<file path="config.mk">
export PLATFORM = sky130hd
export DESIGN_NAME = minmax_slice
export DESIGN_NICKNAME = d
export VERILOG_FILES = /design/src/hw/fpslice_pkg.sv /design/src/hw/minmax_lane.sv /design/src/hw/minmax_slice.sv /design/src/hw/operand_unpack.sv /design/src/hw/result_pack.sv /design/src/hw/slice_ctrl.sv
export VERILOG_INCLUDE_DIRS = /design/src /design/src/hw
export SDC_FILE = /design/constraint.sdc
export NUM_CORES = 1
export LEC_CHECK = 0
export ABC_CLOCK_PERIOD_IN_PS = 8700
export BUFFER_PORTS_ARGS = -buffer_cell sky130_fd_sc_hd__buf_2
export CORE_MARGIN = 1.5
export CORE_UTILIZATION = 32
export CTS_BUF_LIST = sky130_fd_sc_hd__clkbuf_4 sky130_fd_sc_hd__clkbuf_8
export DETAILED_ROUTE_END_ITERATION = 10
export PLACE_DENSITY = 0.55
export SETUP_SLACK_MARGIN = 0.02
export SLEW_MARGIN = 0
export SYNTH_ARGS = -nofsm -noshare
export SYNTH_HDL_FRONTEND = slang
export SYNTH_SLANG_ARGS = --single-unit
</file>
<file path="constraint.sdc">
create_clock -name clk_i -period 8.7 [get_ports clk_i]
set_clock_uncertainty 0.1 [all_clocks]
set_input_delay 0.435 -clock clk_i [delete_from_list [all_inputs] [get_ports clk_i]]
set_output_delay 0.435 -clock clk_i [all_outputs]
set_load 0.05 [all_outputs]
</file>
<file path="src/hw/fpslice_consts.svh">
// Global constants of the min/max slice
// Include wherever a width, lane count or canonical NaN is needed

`ifndef FPSLICE_CONSTS_SVH
`define FPSLICE_CONSTS_SVH

// Slice geometry
`define SLICE_WIDTH 32          // Operand and result word
`define NUM_LANES 2             // FP16 vector lanes
`define LANE_PIPE_REGS 2        // Register stages per lane
`define TAG_WIDTH 4             // User tag carried with each request

// Canonical quiet NaNs
`define FP16_QNAN 16'h7e00
`define FP32_QNAN 32'h7fc0_0000

`endif

</file>
<file path="src/hw/fpslice_pkg.sv">
// Types shared by the min/max slice, its lanes and the testbench
// Modules take these by a wildcard import in their header

`include "fpslice_consts.svh"

package fpslice_pkg;

  typedef enum logic {
    FP32 = 1'b0,
    FP16 = 1'b1
  } fp_fmt_e;

  typedef enum logic {
    MIN = 1'b0,
    MAX = 1'b1
  } minmax_op_e;

  typedef struct packed {
    logic       sign;
    logic [4:0] exponent;
    logic [9:0] mantissa;
  } fp16_t;

  typedef struct packed {
    logic        sign;
    logic [7:0]  exponent;
    logic [22:0] mantissa;
  } fp32_t;

  // One slice word, read as a scalar FP32 or as two FP16 halves
  typedef union packed {
    fp32_t                          fp32;
    fp16_t [`NUM_LANES-1:0]         fp16;
  } fp_word_u;

  typedef struct packed {
    logic nv;  // Invalid operation
    logic dz;
    logic of;
    logic uf;
    logic nx;
  } status_t;

  // Sideband info that rides through the lane pipeline
  typedef struct packed {
    fp_fmt_e                fmt;
    logic                   vectorial;
    logic [`TAG_WIDTH-1:0]  tag;
  } lane_aux_t;

  typedef struct packed {
    fp_word_u               a;
    fp_word_u               b;
    minmax_op_e             op;
    fp_fmt_e                fmt;
    logic                   vectorial;
    logic [`TAG_WIDTH-1:0]  tag;
  } slice_req_t;

  typedef struct packed {
    fp_word_u   a;    // FP16 operands sit in the low half
    fp_word_u   b;
    minmax_op_e op;
    fp_fmt_e    fmt;  // Format this lane computes in
    lane_aux_t  aux;
  } lane_req_t;

  typedef struct packed {
    fp_word_u  result;
    status_t   status;
    lane_aux_t aux;
  } lane_res_t;

  typedef struct packed {
    fp_word_u               result;
    status_t                status;
    logic [`TAG_WIDTH-1:0]  tag;
  } slice_res_t;

endpackage

</file>
<file path="src/hw/minmax_lane.sv">
// One lane of IEEE 754-2008 minNum/maxNum in FP32 or FP16
// The result is followed by an elastic pipeline of LANE_PIPE_REGS stages

`timescale 1ns/100ps
`include "fpslice_consts.svh"

module minmax_lane
  import fpslice_pkg::*;
(
  input  logic      clk_i,
  input  logic      arst_n_i,
  input  logic      flush_i,
  input  lane_req_t req_i,
  input  logic      in_valid_i,
  input  logic      out_ready_i,
  output logic      in_ready_o,
  output lane_res_t res_o,
  output logic      out_valid_o,
  output logic      busy_o
);

  localparam int unsigned NumRegs = `LANE_PIPE_REGS;

  logic        sign_a, sign_b;
  logic [30:0] mag_a, mag_b;  // Exponent and mantissa, FP16 zero extended
  logic        nan_a, nan_b;
  logic        snan_a, snan_b;
  logic        a_lt_b, take_a;
  fp_word_u    qnan;
  lane_res_t   op_res;

  // Index i holds the item after i register stages
  lane_res_t pipe_data  [0:NumRegs];
  logic      pipe_valid [0:NumRegs];
  logic      pipe_ready [0:NumRegs];

  function automatic void classify(input fp_word_u w, input fp_fmt_e fmt,
                                   output logic sign, output logic [30:0] mag,
                                   output logic is_nan, output logic is_snan);
    if (fmt == FP32) begin
      sign    = w.fp32.sign;
      mag     = {w.fp32.exponent, w.fp32.mantissa};
      is_nan  = (&w.fp32.exponent) & (|w.fp32.mantissa);
      is_snan = is_nan & ~w.fp32.mantissa[22];  // Quiet bit clear
    end else begin
      sign    = w.fp16[0].sign;
      mag     = {16'b0, w.fp16[0].exponent, w.fp16[0].mantissa};
      is_nan  = (&w.fp16[0].exponent) & (|w.fp16[0].mantissa);
      is_snan = is_nan & ~w.fp16[0].mantissa[9];
    end
  endfunction

  // ----------------------------------------------------------
  // Min/max datapath
  // ----------------------------------------------------------
  always_comb begin
    classify(req_i.a, req_i.fmt, sign_a, mag_a, nan_a, snan_a);
    classify(req_i.b, req_i.fmt, sign_b, mag_b, nan_b, snan_b);

    // Sign decides first, so -0 orders below +0
    if (sign_a != sign_b) a_lt_b = sign_a;
    else if (sign_a)      a_lt_b = mag_a > mag_b;
    else                  a_lt_b = mag_a < mag_b;
    take_a = (req_i.op == MIN) ? a_lt_b : ~a_lt_b;

    qnan = (req_i.fmt == FP32) ? `FP32_QNAN : {16'hffff, `FP16_QNAN};

    op_res = '0;
    if (nan_a && nan_b)  op_res.result = qnan;
    else if (nan_a)      op_res.result = req_i.b;  // A single NaN loses
    else if (nan_b)      op_res.result = req_i.a;
    else                 op_res.result = take_a ? req_i.a : req_i.b;
    if (req_i.fmt == FP16) op_res.result.fp16[1] = '1;
    op_res.status.nv = snan_a | snan_b;
    op_res.aux       = req_i.aux;
  end

  // ----------------------------------------------------------
  // Elastic pipeline
  // ----------------------------------------------------------
  assign pipe_data[0]  = op_res;
  assign pipe_valid[0] = in_valid_i;

  for (genvar i = 0; i < NumRegs; i++) begin : gen_stage
    logic reg_ena;

    // Advance when the next stage moves on or only holds a bubble
    assign pipe_ready[i] = pipe_ready[i+1] | ~pipe_valid[i+1];
    assign reg_ena       = pipe_ready[i] & pipe_valid[i];

    always_ff @(posedge clk_i or negedge arst_n_i) begin
      if (!arst_n_i) begin
        pipe_valid[i+1] <= 1'b0;
      end else if (flush_i) begin
        pipe_valid[i+1] <= 1'b0;
      end else if (pipe_ready[i]) begin
        pipe_valid[i+1] <= pipe_valid[i];
      end
    end

    always_ff @(posedge clk_i) begin
      if (reg_ena) pipe_data[i+1] <= pipe_data[i];
    end
  end

  assign pipe_ready[NumRegs] = out_ready_i;  // Driven from downstream
  assign in_ready_o          = pipe_ready[0];
  assign out_valid_o         = pipe_valid[NumRegs];
  assign res_o               = pipe_data[NumRegs];

  always_comb begin : busy
    busy_o = 1'b0;
    for (int i = 1; i <= int'(NumRegs); i++) busy_o |= pipe_valid[i];
  end

endmodule

</file>
<file path="src/hw/minmax_slice.sv">
// Top of the min/max slice: FP32 scalar or FP16 scalar/two-lane vector
// Valid/ready on both sides, results leave in request order

`timescale 1ns/100ps
`include "fpslice_consts.svh"

module minmax_slice
  import fpslice_pkg::*;
(
  input  logic       clk_i,
  input  logic       arst_n_i,
  input  slice_req_t req_i,
  input  logic       in_valid_i,
  input  logic       flush_i,
  input  logic       out_ready_i,
  output logic       in_ready_o,
  output slice_res_t res_o,
  output logic       out_valid_o,
  output logic       busy_o
);

  lane_req_t [`NUM_LANES-1:0] lane_req;
  lane_res_t [`NUM_LANES-1:0] lane_res;
  logic      [`NUM_LANES-1:0] lane_in_valid, lane_in_ready;
  logic      [`NUM_LANES-1:0] lane_out_valid, lane_out_ready;
  logic      [`NUM_LANES-1:0] lane_busy;

  slice_ctrl i_ctrl (
    .clk_i            ( clk_i                      ),
    .arst_n_i         ( arst_n_i                   ),
    .in_valid_i       ( in_valid_i                 ),
    .vectorial_i      ( lane_req[0].aux.vectorial  ),
    .flush_i          ( flush_i                    ),
    .out_ready_i      ( out_ready_i                ),
    .lane_in_ready_i  ( lane_in_ready              ),
    .lane_out_valid_i ( lane_out_valid             ),
    .lane_busy_i      ( lane_busy                  ),
    .res_vectorial_i  ( lane_res[0].aux.vectorial  ),
    .in_ready_o       ( in_ready_o                 ),
    .lane_in_valid_o  ( lane_in_valid              ),
    .lane_out_ready_o ( lane_out_ready             ),
    .out_valid_o      ( out_valid_o                ),
    .busy_o           ( busy_o                     )
  );

  operand_unpack i_unpack (
    .req_i      ( req_i    ),
    .lane_req_o ( lane_req )
  );

  // ----------------------------------------------------------
  // Lanes
  // ----------------------------------------------------------
  for (genvar l = 0; l < `NUM_LANES; l++) begin : gen_lanes
    minmax_lane i_lane (
      .clk_i       ( clk_i              ),
      .arst_n_i    ( arst_n_i           ),
      .flush_i     ( flush_i            ),
      .req_i       ( lane_req[l]        ),
      .in_valid_i  ( lane_in_valid[l]   ),
      .out_ready_i ( lane_out_ready[l]  ),
      .in_ready_o  ( lane_in_ready[l]   ),
      .res_o       ( lane_res[l]        ),
      .out_valid_o ( lane_out_valid[l]  ),
      .busy_o      ( lane_busy[l]       )
    );
  end

  result_pack i_pack (
    .lane_res_i       ( lane_res       ),
    .lane_out_valid_i ( lane_out_valid ),
    .res_o            ( res_o          )
  );

endmodule

</file>
<file path="src/hw/operand_unpack.sv">
// Splits a slice request into one lane request per lane
// Scalar FP16 operands must be NaN-boxed, otherwise they become the canonical NaN

`timescale 1ns/100ps
`include "fpslice_consts.svh"

module operand_unpack
  import fpslice_pkg::*;
(
  input  slice_req_t                   req_i,
  output lane_req_t [`NUM_LANES-1:0]   lane_req_o
);

  logic is_vec;

  // Vector only makes sense for FP16
  assign is_vec = req_i.vectorial & (req_i.fmt == FP16);

  // Low half of a scalar FP16 operand, checked for proper boxing
  function automatic fp16_t unbox_fp16(input fp_word_u w);
    fp16_t val;
    val = w.fp16[0];
    if (w.fp16[1] != 16'hffff) val = `FP16_QNAN;
    return val;
  endfunction

  for (genvar l = 0; l < `NUM_LANES; l++) begin : gen_lane
    always_comb begin : unpack
      lane_req_o[l].a = '1;  // Unused upper bits stay boxed
      lane_req_o[l].b = '1;
      if (req_i.fmt == FP32 && l == 0) begin
        lane_req_o[l].a = req_i.a;
        lane_req_o[l].b = req_i.b;
      end else if (l == 0 && !is_vec) begin
        lane_req_o[l].a.fp16[0] = unbox_fp16(req_i.a);
        lane_req_o[l].b.fp16[0] = unbox_fp16(req_i.b);
      end else begin
        lane_req_o[l].a.fp16[0] = req_i.a.fp16[l];  // Lane n takes half n
        lane_req_o[l].b.fp16[0] = req_i.b.fp16[l];
      end
      lane_req_o[l].op            = req_i.op;
      lane_req_o[l].fmt           = (l == 0) ? req_i.fmt : FP16;
      lane_req_o[l].aux.fmt       = req_i.fmt;
      lane_req_o[l].aux.vectorial = is_vec;
      lane_req_o[l].aux.tag       = req_i.tag;
    end
  end

endmodule

</file>
<file path="src/hw/result_pack.sv">
// Packs the lane results into one slice word by format
// Unused upper bits are NaN-boxed and lane status flags are ORed

`timescale 1ns/100ps
`include "fpslice_consts.svh"

module result_pack
  import fpslice_pkg::*;
(
  input  lane_res_t [`NUM_LANES-1:0] lane_res_i,
  input  logic      [`NUM_LANES-1:0] lane_out_valid_i,
  output slice_res_t                 res_o
);

  lane_aux_t            aux;   // Lane 0 speaks for the whole result
  logic [`NUM_LANES-1:0] used;

  assign aux = lane_res_i[0].aux;

  // Upper lanes only count for vector results
  for (genvar l = 0; l < `NUM_LANES; l++) begin : gen_used
    assign used[l] = lane_out_valid_i[l] & ((l == 0) | aux.vectorial);
  end

  // ----------------------------------------------------------
  // Result word
  // ----------------------------------------------------------
  always_comb begin : pack
    res_o.result = '1;  // NaN-box by default
    if (aux.fmt == FP32) begin
      res_o.result = lane_res_i[0].result;
    end else begin
      for (int l = 0; l < `NUM_LANES; l++) begin
        if (used[l]) res_o.result.fp16[l] = lane_res_i[l].result.fp16[0];
      end
    end
  end

  // ----------------------------------------------------------
  // Status and tag
  // ----------------------------------------------------------
  always_comb begin : collapse
    res_o.status = '0;
    for (int l = 0; l < `NUM_LANES; l++) begin
      if (used[l]) res_o.status |= lane_res_i[l].status;
    end
  end

  assign res_o.tag = aux.tag;

endmodule

</file>
<file path="src/hw/slice_ctrl.sv">
// Handshake control for the slice
// Gates lane valids for vector requests and keeps the lanes in lockstep

`timescale 1ns/100ps
`include "fpslice_consts.svh"

module slice_ctrl (
  input  logic                  clk_i,
  input  logic                  arst_n_i,
  input  logic                  in_valid_i,
  input  logic                  vectorial_i,
  input  logic                  flush_i,
  input  logic                  out_ready_i,
  input  logic [`NUM_LANES-1:0] lane_in_ready_i,
  input  logic [`NUM_LANES-1:0] lane_out_valid_i,
  input  logic [`NUM_LANES-1:0] lane_busy_i,
  input  logic                  res_vectorial_i,  // Vector flag of the result at lane 0 output
  output logic                  in_ready_o,
  output logic [`NUM_LANES-1:0] lane_in_valid_o,
  output logic [`NUM_LANES-1:0] lane_out_ready_o,
  output logic                  out_valid_o,
  output logic                  busy_o
);

  logic lanes_ready;
  logic flush_pend_q;

  // ----------------------------------------------------------
  // Input side
  // ----------------------------------------------------------
  // Lanes run in lockstep, so this equals the lane 0 ready
  assign lanes_ready = lane_in_ready_i[0] & (~vectorial_i | (&lane_in_ready_i));
  assign in_ready_o  = lanes_ready;

  for (genvar l = 0; l < `NUM_LANES; l++) begin : gen_lane_hs
    // Upper lanes only see vector requests
    assign lane_in_valid_o[l] = in_valid_i & lanes_ready & ((l == 0) | vectorial_i);
    // Upper lanes pop only together with a vector result on lane 0
    assign lane_out_ready_o[l] = out_ready_i & ((l == 0) | res_vectorial_i);
  end

  // ----------------------------------------------------------
  // Output side
  // ----------------------------------------------------------
  assign out_valid_o = lane_out_valid_i[0];

  always_ff @(posedge clk_i or negedge arst_n_i) begin
    if (!arst_n_i) begin
      flush_pend_q <= 1'b0;
    end else begin
      flush_pend_q <= flush_i;
    end
  end

  // Stages are being emptied right after a flush
  assign busy_o = (|lane_busy_i) & ~flush_pend_q;

endmodule

</file>
==> run_results.csv <==
group,metric,value,unit
timing,slew_headroom,22.06,%
yosys,yosys_warnings,0,
power,max-vdd-ir-drop,0.00007590,V
floorplanning,core_area,20430,sq um
layout,drive_gt1_share,22.21,%
timing,setup_violations,0,
cts,cts_hold_buf,1,
cts,cts.clk_slew.worst_paths,70,ps
drt,vias,5430,
timing,rsz0062_at_grt,"no",
drt,avgViaCountPerCell,5.403,
setup_path,startpoint,"req_i[32]",
power,p_per_area,183.7,nW/um^2
yosys,ys_seq_area_share,51.77,%
cts,cts_max_path_buffers,2,
setup_path,worst_ep_required_time,8730,ps
min_path,min-delay-start,"req_i[3]",
placed_design,hpwlAfterDp,16.49,mm
floorplanning,pin_count,120,
cts,cts-resized-gates,0,
placed_design,port_buffers,115,
layout,final_common_cell,"buf_2",
drt,wl_per_cell,21.02,microns
timing,setup_tns,0,ps
setup_path,critical_path.cell_chain,"buf_2, nand4_1, or4_1, and2_4, nor2_1, ha_1, nand4_1, nor3_1, nand2_1, or4_1, or3_1, o22a_2, a211oi_1, buf_4, or3_1, o221ai_1",
timing,fin_crit_sh,61.48,%
setup_path,cpPeakStageDelay,670,ps
layout,final.fill_count,2059,
cts,numCtsBuffers,17,
timing,hold_viol_final,0,
drt,drtPass1Iterations,5,
job,drv_cap,0,
floorplanning,die_h,148.1,microns
layout,final_core_util,38.77,%
drt,wl,21.13,mm
yosys,async_flop_share,4.274,%
floorplanning,initial_core_util,32.98,%
min_path,hold_class,"in -> reg",
global_route,grt_pass1_vias,5489,
yosys,yosysTopAreaCell,"edfxtp_1",
global_route,grt_max_degree,41,
cts,cts-root-buf,"clkbuf_8",
power,finalPower,1455,uW
setup_path,crit_slowest_cell,"or4_1",
cts,htree_levels,4,
cts,post_cts_buffers,0,
global_route,antenna_found_initial,0,
global_route,grt_pass1_wl,32.46,mm
yosys,synth-seq-cells,117,
layout,areaGrowthSynthToFinish,17.55,%
layout,fin_nets,841,
floorplanning,fp.dieW,148.1,microns
floorplanning,dieArea,21940,sq um
timing,max_freq,187.0,MHz
cts,insertion_delay,430,ps
setup_path,cp.buffers_inverters,2,
setup_path,start_kind,"input pin",
yosys,netlist_area,6738,sq um
floorplanning,rows,52,
setup_path,crit_fanout,20,
timing,fin_crit,5349,ps
cts,cts.sink_count,117,
timing,finalMaxSlewViolations,0,
power,leakagePower,0.003114,uW
drt,drt_iter0_drc,362,
outcome,status,"completed",
yosys,synth_edf_count,112,
setup_path,arrival,5380,ps
setup_path,cpLargestDelayFamily,"simple AND/OR/NAND/NOR gates",
drt,drcViolationCount,0,
cts,cts_tree,"yes",
drt,drtAntennaViolNets,0,
global_route,grt_usage,19.71,%
yosys,synth_area_per_cell,11.05,sq um
setup_path,reg2reg_from,"gen_lanes[1].i_lane.out_valid_o",
global_route,grt_overflow,0,
yosys,synthTopCellsByArea,"edfxtp_1, ha_1, nand2_1",
yosys,yosysUniqueCellTypes,69,
placed_design,finalWeightedCongestion,0.9172,
setup_path,endpoint_kind,"flop",
layout,mostFrequentLayoutCells,"buf_2, edfxtp_1, nand2_1, nor2_1, ha_1",
yosys,netlist.area_leader.share,49.92,%
timing,worstMarginPinSlew,1167,ps
setup_path,worst-setup-path-type,"in -> reg",
yosys,synth_top_flop_cell,"edfxtp_1",
yosys,synthCells,610,
==> power breakdown <==
part | internal [uW] | total [uW] | switching (uW)
Sequential | 667 | 677 | 10.9
Clock | 250 | 473 | 223
Combinational | 99.9 | 305 | 205
Total | 1020 | 1460 | 439
==> cell type report <==
type,instances,area (sq um),share of cell area [%]
Multi-Input combinational cell,425,2949,37.24
Timing Repair Buffer,121,623.1,7.867
Antenna cell,1,2.502,0.03160
Clock buffer,17,234.0,2.954
Clock inverter,15,138.9,1.754
Sequential cell,117,3488,44.04
Inverter,39,146.4,1.848
Tap cell,270,337.8,4.265
==> logic make-up (layout without fill, tap and decap cells) <==
group	count (synthesis)	in the layout	synth area share, %
AND/OR/NAND/NOR	216	216	16.55
AO/OA/AOI/OAI	150	150	17.12
flip-flops	117	117	51.77
buffers and inverters	71	192	4.754
adder cells (fa/ha/maj)	45	45	8.319
multiplexers	7	7	1.040
XOR/XNOR	3	3	0.3900
other	1	5	0.05566
==> Yosys cell counts (2+ instances only) <==
library cell	n
xor2_1	2
a21o_1	9
edfxtp_1	112
or2_2	2
buf_1	2
o21ai_0	5
o21a_1	4
nor4_1	11
buf_4	8
nand3_1	13
o22ai_1	4
or3_1	4
o211ai_1	12
dfrtp_1	5
mux2i_1	7
buf_6	2
a21oi_1	26
nand2_1	51
o31ai_1	12
nor3_1	13
a211oi_1	2
a21boi_0	3
a221o_1	2
a22oi_1	2
and2_1	10
nand4_1	18
buf_2	7
inv_1	38
nor2b_1	7
ha_1	44
a32o_1	10
nand2b_1	18
o221ai_1	12
clkbuf_1	13
a22o_1	6
a2111oi_0	4
or4_1	5
and3_1	5
o21bai_1	2
o22a_1	16
nor2_1	51
a2bb2oi_1	2
o32ai_1	2
a211o_1	2
==> stage by stage <==
stage,instances,hold slack (ps),setup WS (ps),cell area (sq um)
finish,1005,80.94,3351,7920
global route,1004,36.18,2999,7918
CTS,1004,32.92,3459,7918
detailed placement,971,154.4,2992,7535
global placement,971,148.2,3060,7535
floorplan,613,39.41,4260,6749
==> per-layer routing <==
metal	vias to the layer above	GRT usage, %	wire, microns
met5	-	0	0
met4	0	7.376	442
met2	183	31.85	10170
li1	2572	-	-
met3	33	3.681	1005
met1	2642	26.37	9511
==> final timing paths <==
| kind | end | slack (ps) | depth (start not counted) |
|---|---|---|---|
| max | gen_lanes[0].i_lane.pipe_data[66] | 3350 | 16 |
| min | gen_lanes[0].i_lane.pipe_data[46] | 80 | 1 |
| max reg2reg | gen_lanes[0].i_lane.pipe_data[60] | 6440 | 3 |
| min reg2reg | gen_lanes[0].i_lane.res_o[5] | 320 | 0 |
| max in group asynchronous | gen_lanes[1].i_lane.pipe_valid[1] | 8120 | 2 |
| min in group asynchronous | gen_lanes[1].i_lane.out_valid_o | 250 | 2 |
==> state kept, by name, indices dropped and copies added (netlist names) <==
register,flops
gen_lanes.i_lane.pipe_data,56
gen_lanes.i_lane.res_o,56
gen_lanes.i_lane.out_valid_o,2
gen_lanes.i_lane.pipe_valid,2
i_ctrl.flush_pend_q,1
Power figures use the tool's default switching activity.
